==> config.mk <==
export PLATFORM = sky130hd
export DESIGN_NAME = rv_core
export DESIGN_NICKNAME = d
export VERILOG_FILES = /design/src/hdl/rv_pkg.sv /design/src/hdl/fetch_stage.sv /design/src/hdl/decode_unit.sv /design/src/hdl/reg_file.sv /design/src/hdl/hazard_forward.sv /design/src/hdl/execute_stage.sv /design/src/hdl/rv_core.sv
export SDC_FILE = /design/constraint.sdc
export NUM_CORES = 2
export LEC_CHECK = 0
export CAP_MARGIN = 20
export CORE_UTILIZATION = 45
export DETAILED_ROUTE_END_ITERATION = 8
export DONT_BUFFER_PORTS = 1
export PLACE_DENSITY_LB_ADDON = 0.08
export RECOVER_POWER = 50
export SLEW_MARGIN = 5
export SYNTH_ARGS = -nofsm -noshare
export SYNTH_HDL_FRONTEND = slang
export SYNTH_HIERARCHICAL = 1
export SYNTH_SLANG_ARGS = --single-unit
==> constraint.sdc <==
create_clock -name clk -period 82 [get_ports clk]
set_input_delay 12.3 -clock clk [delete_from_list [all_inputs] [get_ports clk]]
set_output_delay 12.3 -clock clk [all_outputs]
set_load 0.01 [all_outputs]
==> src/hdl/rv_pkg.sv <==
package rv_pkg;

	localparam int XLEN = 32;

	typedef logic [XLEN-1:0] word_t;
	typedef logic [4:0]      reg_addr_t;
	typedef logic [3:0]      alu_op_t;
	typedef logic [1:0]      wb_sel_t;

	localparam alu_op_t ALU_ADD    = 4'd0;
	localparam alu_op_t ALU_SUB    = 4'd1;
	localparam alu_op_t ALU_AND    = 4'd2;
	localparam alu_op_t ALU_OR     = 4'd3;
	localparam alu_op_t ALU_XOR    = 4'd4;
	localparam alu_op_t ALU_SLT    = 4'd5;
	localparam alu_op_t ALU_SLTU   = 4'd6;
	localparam alu_op_t ALU_SLL    = 4'd7;
	localparam alu_op_t ALU_SRL    = 4'd8;
	localparam alu_op_t ALU_SRA    = 4'd9;
	localparam alu_op_t ALU_PASS_B = 4'd10; // LUI

	localparam logic [6:0] OP_RTYPE  = 7'b0110011;
	localparam logic [6:0] OP_ITYPE  = 7'b0010011;
	localparam logic [6:0] OP_LOAD   = 7'b0000011;
	localparam logic [6:0] OP_STORE  = 7'b0100011;
	localparam logic [6:0] OP_BRANCH = 7'b1100011;
	localparam logic [6:0] OP_JAL    = 7'b1101111;
	localparam logic [6:0] OP_JALR   = 7'b1100111;
	localparam logic [6:0] OP_LUI    = 7'b0110111;

	localparam word_t NOP_INSTR = 32'h0000_0013; // addi x0,x0,0
	localparam word_t RESET_PC  = '0;

	localparam wb_sel_t WB_ALU = 2'd0;
	localparam wb_sel_t WB_MEM = 2'd1;
	localparam wb_sel_t WB_PC4 = 2'd2;

	// Operand source in execute
	localparam logic [1:0] FWD_NONE = 2'd0;
	localparam logic [1:0] FWD_MEM  = 2'd1;
	localparam logic [1:0] FWD_WB   = 2'd2;

	typedef struct packed {
		logic    reg_write;
		logic    mem_read;
		logic    mem_write;
		logic    alu_src;   // Immediate as second operand
		logic    branch;
		logic    branch_ne; // BNE rather than BEQ
		logic    jump;
		logic    jalr;
		wb_sel_t wb_sel;
		alu_op_t alu_op;
	} ctrl_t;

	typedef struct packed {
		word_t addr;
		word_t wdata;
		logic  we;
		logic  re;
	} dm_req_t;

endpackage

==> src/hdl/fetch_stage.sv <==
`timescale 1ns/1ps

module fetch_stage (
	input  logic          clk,
	input  logic          rst,
	input  logic          stall,
	input  logic          redirect,
	input  rv_pkg::word_t redirect_pc,
	output rv_pkg::word_t imem_addr,
	input  rv_pkg::word_t imem_rdata,
	output rv_pkg::word_t if_id_instr,
	output rv_pkg::word_t if_id_pc
);
	import rv_pkg::*;

	word_t pc;
	word_t pc_next;

	// Redirect takes priority over a load-use hold
	always_comb begin
		if (redirect)
			pc_next = redirect_pc;
		else if (stall)
			pc_next = pc;
		else
			pc_next = pc + 32'd4;
	end

	always_ff @(posedge clk or posedge rst) begin
		if (rst)
			pc <= RESET_PC;
		else
			pc <= pc_next;
	end

	assign imem_addr = pc;

	always_ff @(posedge clk or posedge rst) begin
		if (rst) begin
			if_id_instr <= NOP_INSTR;
			if_id_pc    <= RESET_PC;
		end else if (redirect) begin
			if_id_instr <= NOP_INSTR; // Wrong-path fetch
			if_id_pc    <= pc;
		end else if (!stall) begin
			if_id_instr <= imem_rdata;
			if_id_pc    <= pc;
		end
	end

	assert property (@(posedge clk) disable iff (rst)
		redirect |=> pc == $past(redirect_pc))
		else $error("PC did not follow the redirect target");

endmodule

==> src/hdl/decode_unit.sv <==
`timescale 1ns/1ps

module decode_unit (
	input  rv_pkg::word_t instr,
	output rv_pkg::ctrl_t ctrl,
	output rv_pkg::word_t imm
);
	import rv_pkg::*;

	logic [6:0] opcode;
	logic [2:0] funct3;

	assign opcode = instr[6:0];
	assign funct3 = instr[14:12];

	// alt is funct7 bit 5, only meaningful for SUB and the right shifts
	function automatic alu_op_t alu_sel(input logic [2:0] f3, input logic alt,
			input logic is_reg);
		case (f3)
			3'b000:  return (is_reg && alt) ? ALU_SUB : ALU_ADD;
			3'b001:  return ALU_SLL;
			3'b010:  return ALU_SLT;
			3'b011:  return ALU_SLTU;
			3'b100:  return ALU_XOR;
			3'b101:  return alt ? ALU_SRA : ALU_SRL;
			3'b110:  return ALU_OR;
			default: return ALU_AND;
		endcase
	endfunction

	always_comb begin
		ctrl = '0;
		imm  = '0;
		case (opcode)
			OP_RTYPE: begin
				ctrl.reg_write = 1'b1;
				ctrl.alu_op    = alu_sel(funct3, instr[30], 1'b1);
			end
			OP_ITYPE: begin
				ctrl.reg_write = 1'b1;
				ctrl.alu_src   = 1'b1;
				ctrl.alu_op    = alu_sel(funct3, instr[30], 1'b0);
				imm            = {{20{instr[31]}}, instr[31:20]};
			end
			OP_LOAD: begin
				if (funct3 == 3'b010) begin // LW only
					ctrl.reg_write = 1'b1;
					ctrl.mem_read  = 1'b1;
					ctrl.alu_src   = 1'b1;
					ctrl.wb_sel    = WB_MEM;
					imm            = {{20{instr[31]}}, instr[31:20]};
				end
			end
			OP_STORE: begin
				if (funct3 == 3'b010) begin // SW only
					ctrl.mem_write = 1'b1;
					ctrl.alu_src   = 1'b1;
					imm            = {{20{instr[31]}}, instr[31:25], instr[11:7]};
				end
			end
			OP_BRANCH: begin
				if (funct3[2:1] == 2'b00) begin // BEQ, BNE
					ctrl.branch    = 1'b1;
					ctrl.branch_ne = funct3[0];
					imm = {{19{instr[31]}}, instr[31], instr[7], instr[30:25],
						instr[11:8], 1'b0};
				end
			end
			OP_JAL: begin
				ctrl.reg_write = 1'b1;
				ctrl.jump      = 1'b1;
				ctrl.wb_sel    = WB_PC4;
				imm = {{11{instr[31]}}, instr[31], instr[19:12], instr[20],
					instr[30:21], 1'b0};
			end
			OP_JALR: begin
				ctrl.reg_write = 1'b1;
				ctrl.jalr      = 1'b1;
				ctrl.alu_src   = 1'b1;
				ctrl.wb_sel    = WB_PC4;
				imm            = {{20{instr[31]}}, instr[31:20]};
			end
			OP_LUI: begin
				ctrl.reg_write = 1'b1;
				ctrl.alu_src   = 1'b1;
				ctrl.alu_op    = ALU_PASS_B;
				imm            = {instr[31:12], 12'b0};
			end
			default: ; // Unknown opcode behaves as a bubble
		endcase
	end

endmodule

==> src/hdl/reg_file.sv <==
`timescale 1ns/1ps

module reg_file (
	input  logic              clk,
	input  logic              rst,
	input  rv_pkg::reg_addr_t rs1,
	input  rv_pkg::reg_addr_t rs2,
	input  rv_pkg::reg_addr_t rd,
	input  logic              we,
	input  rv_pkg::word_t     wdata,
	output rv_pkg::word_t     rdata1,
	output rv_pkg::word_t     rdata2
);
	import rv_pkg::*;

	word_t regs [1:31]; // x0 is not stored

	always_ff @(posedge clk or posedge rst) begin
		if (rst) begin
			for (int i = 1; i < 32; i++)
				regs[i] <= '0;
		end else if (we && rd != '0) begin
			regs[rd] <= wdata;
		end
	end

	// Same-cycle write is visible to decode
	assign rdata1 = (rs1 == '0) ? '0 : (we && rd == rs1) ? wdata : regs[rs1];
	assign rdata2 = (rs2 == '0) ? '0 : (we && rd == rs2) ? wdata : regs[rs2];

endmodule

==> src/hdl/hazard_forward.sv <==
`timescale 1ns/1ps

module hazard_forward (
	input  rv_pkg::reg_addr_t id_rs1,
	input  rv_pkg::reg_addr_t id_rs2,
	input  rv_pkg::reg_addr_t ex_rs1,
	input  rv_pkg::reg_addr_t ex_rs2,
	input  rv_pkg::reg_addr_t ex_rd,
	input  rv_pkg::reg_addr_t mem_rd,
	input  rv_pkg::reg_addr_t wb_rd,
	input  logic              ex_mem_read,
	input  logic              mem_reg_write,
	input  logic              wb_reg_write,
	output logic              stall,
	output logic [1:0]        fwd_a,
	output logic [1:0]        fwd_b
);
	import rv_pkg::*;

	// Youngest producer wins
	function automatic logic [1:0] fwd_sel(input reg_addr_t rs, input reg_addr_t m_rd,
			input logic m_we, input reg_addr_t w_rd, input logic w_we);
		if (rs == '0)
			return FWD_NONE;
		else if (m_we && m_rd == rs)
			return FWD_MEM;
		else if (w_we && w_rd == rs)
			return FWD_WB;
		return FWD_NONE;
	endfunction

	// Load data is not ready until writeback
	assign stall = ex_mem_read && ex_rd != '0 && (ex_rd == id_rs1 || ex_rd == id_rs2);

	assign fwd_a = fwd_sel(ex_rs1, mem_rd, mem_reg_write, wb_rd, wb_reg_write);
	assign fwd_b = fwd_sel(ex_rs2, mem_rd, mem_reg_write, wb_rd, wb_reg_write);

endmodule

==> src/hdl/execute_stage.sv <==
`timescale 1ns/1ps

module execute_stage (
	input  rv_pkg::ctrl_t ctrl,
	input  rv_pkg::word_t pc,
	input  rv_pkg::word_t imm,
	input  rv_pkg::word_t rdata1,
	input  rv_pkg::word_t rdata2,
	input  rv_pkg::word_t mem_fwd,
	input  rv_pkg::word_t wb_fwd,
	input  logic [1:0]    fwd_a,
	input  logic [1:0]    fwd_b,
	output rv_pkg::word_t alu_result,
	output rv_pkg::word_t store_data,
	output logic          redirect,
	output rv_pkg::word_t redirect_pc
);
	import rv_pkg::*;

	word_t op_a;
	word_t op_b;
	word_t src_b;
	logic  equal;
	logic  taken;

	function automatic word_t fwd_mux(input logic [1:0] sel, input word_t reg_val,
			input word_t mem_val, input word_t wb_val);
		case (sel)
			FWD_MEM: return mem_val;
			FWD_WB:  return wb_val;
			default: return reg_val;
		endcase
	endfunction

	assign op_a       = fwd_mux(fwd_a, rdata1, mem_fwd, wb_fwd);
	assign op_b       = fwd_mux(fwd_b, rdata2, mem_fwd, wb_fwd);
	assign src_b      = ctrl.alu_src ? imm : op_b;
	assign store_data = op_b; // SW data after forwarding

	always_comb begin
		case (ctrl.alu_op)
			ALU_ADD:    alu_result = op_a + src_b;
			ALU_SUB:    alu_result = op_a - src_b;
			ALU_AND:    alu_result = op_a & src_b;
			ALU_OR:     alu_result = op_a | src_b;
			ALU_XOR:    alu_result = op_a ^ src_b;
			ALU_SLT:    alu_result = word_t'($signed(op_a) < $signed(src_b));
			ALU_SLTU:   alu_result = word_t'(op_a < src_b);
			ALU_SLL:    alu_result = op_a << src_b[4:0];
			ALU_SRL:    alu_result = op_a >> src_b[4:0];
			ALU_SRA:    alu_result = word_t'($signed(op_a) >>> src_b[4:0]);
			ALU_PASS_B: alu_result = src_b;
			default:    alu_result = op_a + src_b;
		endcase
	end

	assign equal = (op_a == op_b);
	assign taken = ctrl.branch && (equal != ctrl.branch_ne);

	assign redirect = ctrl.jump || ctrl.jalr || taken;

	// JALR target is rs1+imm with bit 0 cleared
	assign redirect_pc = ctrl.jalr ? {alu_result[XLEN-1:1], 1'b0} : pc + imm;

endmodule

==> src/hdl/rv_core.sv <==
`timescale 1ns/1ps

module rv_core (
	input  logic            clk,
	input  logic            rst,
	output rv_pkg::word_t   imem_addr,
	input  rv_pkg::word_t   imem_rdata,
	output rv_pkg::dm_req_t dm_req,
	input  rv_pkg::word_t   dm_rdata
);
	import rv_pkg::*;

	typedef struct packed {
		ctrl_t     ctrl;
		word_t     pc;
		word_t     imm;
		word_t     rdata1;
		word_t     rdata2;
		reg_addr_t rs1;
		reg_addr_t rs2;
		reg_addr_t rd;
	} id_ex_t;

	typedef struct packed {
		ctrl_t     ctrl;
		word_t     alu;
		word_t     pc4;
		word_t     store_data;
		reg_addr_t rd;
	} ex_mem_t;

	typedef struct packed {
		logic      reg_write;
		wb_sel_t   wb_sel;
		reg_addr_t rd;
		word_t     result;
		word_t     load_data;
	} mem_wb_t;

	word_t      if_id_instr;
	word_t      if_id_pc;
	ctrl_t      id_ctrl;
	word_t      id_imm;
	word_t      id_rdata1;
	word_t      id_rdata2;
	logic       stall;
	logic       redirect;
	word_t      redirect_pc;
	logic [1:0] fwd_a;
	logic [1:0] fwd_b;
	word_t      ex_alu;
	word_t      ex_store;
	word_t      mem_result;
	word_t      wb_data;
	id_ex_t     id_ex;
	ex_mem_t    ex_mem;
	mem_wb_t    mem_wb;

	fetch_stage fetch_stage_inst (
		.clk         (clk),
		.rst         (rst),
		.stall       (stall),
		.redirect    (redirect),
		.redirect_pc (redirect_pc),
		.imem_addr   (imem_addr),
		.imem_rdata  (imem_rdata),
		.if_id_instr (if_id_instr),
		.if_id_pc    (if_id_pc)
	);

	decode_unit decode_unit_inst (.instr(if_id_instr), .ctrl(id_ctrl), .imm(id_imm));

	reg_file reg_file_inst (
		.clk    (clk),
		.rst    (rst),
		.rs1    (if_id_instr[19:15]),
		.rs2    (if_id_instr[24:20]),
		.rd     (mem_wb.rd),
		.we     (mem_wb.reg_write),
		.wdata  (wb_data),
		.rdata1 (id_rdata1),
		.rdata2 (id_rdata2)
	);

	hazard_forward hazard_forward_inst (
		.id_rs1        (if_id_instr[19:15]),
		.id_rs2        (if_id_instr[24:20]),
		.ex_rs1        (id_ex.rs1),
		.ex_rs2        (id_ex.rs2),
		.ex_rd         (id_ex.rd),
		.mem_rd        (ex_mem.rd),
		.wb_rd         (mem_wb.rd),
		.ex_mem_read   (id_ex.ctrl.mem_read),
		.mem_reg_write (ex_mem.ctrl.reg_write),
		.wb_reg_write  (mem_wb.reg_write),
		.stall         (stall),
		.fwd_a         (fwd_a),
		.fwd_b         (fwd_b)
	);

	// Bubble on a load-use stall or a taken redirect
	always_ff @(posedge clk or posedge rst) begin
		if (rst)
			id_ex <= '0;
		else if (redirect || stall)
			id_ex <= '0;
		else
			id_ex <= '{ctrl: id_ctrl, pc: if_id_pc, imm: id_imm, rdata1: id_rdata1,
				rdata2: id_rdata2, rs1: if_id_instr[19:15], rs2: if_id_instr[24:20],
				rd: if_id_instr[11:7]};
	end

	execute_stage execute_stage_inst (
		.ctrl        (id_ex.ctrl),
		.pc          (id_ex.pc),
		.imm         (id_ex.imm),
		.rdata1      (id_ex.rdata1),
		.rdata2      (id_ex.rdata2),
		.mem_fwd     (mem_result),
		.wb_fwd      (wb_data),
		.fwd_a       (fwd_a),
		.fwd_b       (fwd_b),
		.alu_result  (ex_alu),
		.store_data  (ex_store),
		.redirect    (redirect),
		.redirect_pc (redirect_pc)
	);

	always_ff @(posedge clk or posedge rst) begin
		if (rst)
			ex_mem <= '0;
		else
			ex_mem <= '{ctrl: id_ex.ctrl, alu: ex_alu, pc4: id_ex.pc + 32'd4,
				store_data: ex_store, rd: id_ex.rd};
	end

	assign dm_req = '{addr: ex_mem.alu, wdata: ex_mem.store_data,
		we: ex_mem.ctrl.mem_write, re: ex_mem.ctrl.mem_read};

	assign mem_result = (ex_mem.ctrl.wb_sel == WB_PC4) ? ex_mem.pc4 : ex_mem.alu; // Link value

	always_ff @(posedge clk or posedge rst) begin
		if (rst)
			mem_wb <= '0;
		else
			mem_wb <= '{reg_write: ex_mem.ctrl.reg_write, wb_sel: ex_mem.ctrl.wb_sel,
				rd: ex_mem.rd, result: mem_result, load_data: dm_rdata};
	end

	always_comb begin
		case (mem_wb.wb_sel)
			WB_MEM:  wb_data = mem_wb.load_data;
			default: wb_data = mem_wb.result; // ALU or PC+4
		endcase
	end

	assert property (@(posedge clk) disable iff (rst) !(dm_req.we && dm_req.re))
		else $error("Data memory read and write in the same cycle");

endmodule

==> results.md <==
* Slew Limit Headroom at -244%
* Largest net degree at the start of global routing at approximately 160
* 1st-iter DRT viols at between 6000 and 7000
* Number of synthesized flops with an enable pin at 0
* DR DRC count at 0
* RSZ-0062 raised after global routing: no
* Final TNS setup at 0 ns
* Hold slack at 0.356 ns
* Standard-cell rows at 157
* Setup bufs post-CTS at 0
* Fmax achieved at 0.0580 GHz
* Crit Path Class: input port to async pin
* CP Capture Type: async pin
* Min setup slack post-route at 64.75 ns
* Async SR Flop Fraction at 100%
* Htree depth at 4
* Dpl hpwl at 220000 microns
* Antenna violations before repair at 19
* Syn_area_per_cell at 12.1 sq um
* Mapped Cells at ~6900
* Leak Pwr at roughly 0.041 uW
* Hold WC Path Type: flip-flop to flip-flop
* Yosys warnings at 6
* Die ar. at 187000 sq um
* Placed Cells at 8897
* Synthesis-stage register bit count at 1423
* Ys flop type: dfrtp_1
* Top post-synthesis cells by area: dfrtp_1 43%, mux2_2 15%, mux4_2 11%, mux2i_1 3.2%, ha_1 2.0%
* Slew Viols, Final at 1585
* Yosys top cell area share at between 40% and 50%
* Critical-path maximum fanout at 102
* VDD IR max at 0.0000213 V
* I/O pin total at ~160
* Hold path start: id_ex[154]
* FF-to-FF setup slack at 67.48 ns
* Most frequent cell on the critical path: buf_4
* Clock buffer count from CTS at 162
* Hold depth at 0
* CTS Root Cell: clkbuf_16
* First-pass GRT wire length at 477000 microns
* Crit path arrival time at about 18 ns
* Reg-to-Reg End: id_ex[57]
* 1st-pass router iterations at 6
* Remaining antenna violation count at 0
* PwrDens at around 21 nW/um^2
* Crit-path cells: clkinvlp_2 -> buf_4 -> buf_4 -> buf_4
* Finished Cell Area at 90200 sq um
* Nets at just under 7000
* Fin crit share at 21.0%
* Final-report setup violation count at 0
* Status: complete, but fails checks
* Sequential fraction of the synthesis area at 42.7%
* Hold buffers post-CTS at 0
* Distinct cell type count of the synthesized netlist at 106
* CP max-delay cell: clkinvlp_2
* WL final at 334000 microns
* CP top delay family: buffers and inverters
* Maxcap violations at 44
* Overall Global Routing Usage at 35.8%
* Pre-CTS WS at 66.36 ns
* Post-DP Area at about 85000 sq um
* Core area at 184000 sq um
* Gpl congestion at 1.02
* Clk Latency, worst-skew pair at 0.83 ns
* Minimum clock period at 17.25 ns
* Most frequent cell after synthesis: dfrtp_1
* CTS clock-pin slew for the worst setup and hold paths at about 0.06 ns
* Via count at 61122
* CP max stage delay at between 2 and 3 ns
* Layout Cells excl Fill at 9203
* Synthesized area at 83500 sq um
* Via density per instance at 6.64
* Vias in the first global route at 60837
* Worst Hold Path EP: dm_req[1]
* Startpoint types: input port
* Critical path buffer and inverter count at 4
* TritonCTS Sinks at 1423
* CTS tree: done
* Area Overhead vs Synth at 8.08%
* Required @ worst endpoint at 82.79 ns
* Width of the die at 433 microns
* Synth area leader: dfrtp_1
* Final hold vios at 0
* Syn_nets at around 7100
* Total congestion overflow at 0
* Share of layout cells above drive strength 1 at between 30 and 40%
* Least-Margin Pin Slew at 5.13 ns
* CTS Buffer Depth at 3
* PortBufs at 0
* Clk_skew at 0.0572 ns
* DR WL/cell at ~36 microns
* Initial Util at 45.5%
* Chip Height at 433 microns
* Reg2reg start: ex_mem[105]
* Post-synth top cells: 1420 x dfrtp_1, 1148 x mux2_2, 420 x mux4_2, 342 x nor2_1, 288 x nand2_1
* Post-cts resize count at 0
* Failing checks: max-capacitance violations, max-slew violations
* R2R depth at 16
[metrics by stage]
stage / total power, uW / utilization, %
final: 1940 / 49.1
after global routing: 2000 / 49.1
after CTS: 1940 / 49.3
after detailed placement: 1190 / 46.3
after global placement: 1190 / 46.3
after floorplan: 1040 / -
[final cells by class]
type	instances	area (sq um)
clock buffers	245	4870
multi-input cells	4660	44100
well taps	2464	3080
inverters	154	584
flip-flops and latches	1423	35600
clock inverters	49	614
fillers	16450	93400
repair buffers	199	1370
diodes	9	22.5
[worst reg2reg max path, cell delays in order (launching register included)]
cell and delay, ns:
dfrtp_1 0.41, nor2b_4 0.11, clkbuf_1 1.55, mux2_1 0.61, a22oi_1 0.11, o21ai_0 1.49
inv_1 0.86, xnor2_1 0.38, nor4_1 0.28, nand4_1 0.12, nor2_1 0.53, xor2_1 0.14
a211o_2 0.35, clkbuf_1 1.12, nor2_1 2.70, clkbuf_1 3.21, and2_0 0.44
[cells by family after synthesis]
| kind of cell | after synthesis | synth area share (%) |
|---|---|---|
| buffers and inverters | 831 | 4.85 |
| and+or+nand+nor | 1250 | 7.47 |
| adders and majority gates | 136 | 2.06 |
| DFF | 1423 | 42.7 |
| xor gates and xnor gates | 158 | 1.67 |
| AOI/OAI and AO/OA | 1218 | 10.4 |
| muxes | 1898 | 30.9 |
[per-layer routing]
metal,global-route usage [%],wire length (microns),vias to the layer above
met5,0,50,-
met4,20.0,22300,8
met3,6.07,23300,765
met2,56.1,154000,2745
met1,47.0,135000,32322
li1,-,-,25282
[flip-flops by register name (all words and copies together) (netlist names)]
register and count:
fetch_stage_inst/if_id_pc 32, mem_wb 72, fetch_stage_inst/imem_addr 32, ex_mem 40, id_ex 157, dm_req 66, fetch_stage_inst/if_id_instr 32, reg_file_inst/regs 992
[power breakdown]
part | switching, uW | internal, uW
clock network | 308 | 439
registers | 57.6 | 754
logic | 257 | 123
total | 622 | 1320
[layout by cell type (no fill, tap or decap), drive strengths merged, types with 31 or more instances in the layout]
cell    instances
mux2         1208
o22ai         102
a221o          44
a22o           41
xor2           44
mux4          420
xnor2         114
nand3          89
buf           150
mux2i         270
nor4           32
a21o           63
nor2b          31
o211ai         55
clkinv         35
a211oi         95
inv           152
and2          178
a22oi          71
clkbuf        294
dfrtp        1420
ha            134
nor3          115
a221oi        101
a21oi         168
o221ai         42
nand2         288
o21ai         212
a31oi          35
nor2          344
[worst max-delay path by stage]
stage               from                 endpoint  slack (ns)  cells after the start
floorplan            rst    reg_file_inst/regs[0]       41.79                      1
global placement     rst  reg_file_inst/regs[116]       66.38                      4
detailed placement   rst  reg_file_inst/regs[405]       66.36                      4
CTS                  rst  reg_file_inst/regs[949]       67.21                      4
global route         rst  reg_file_inst/regs[949]       63.88                      4
finish               rst  reg_file_inst/regs[558]       64.75                      4
Power figures use the tool's default switching activity.
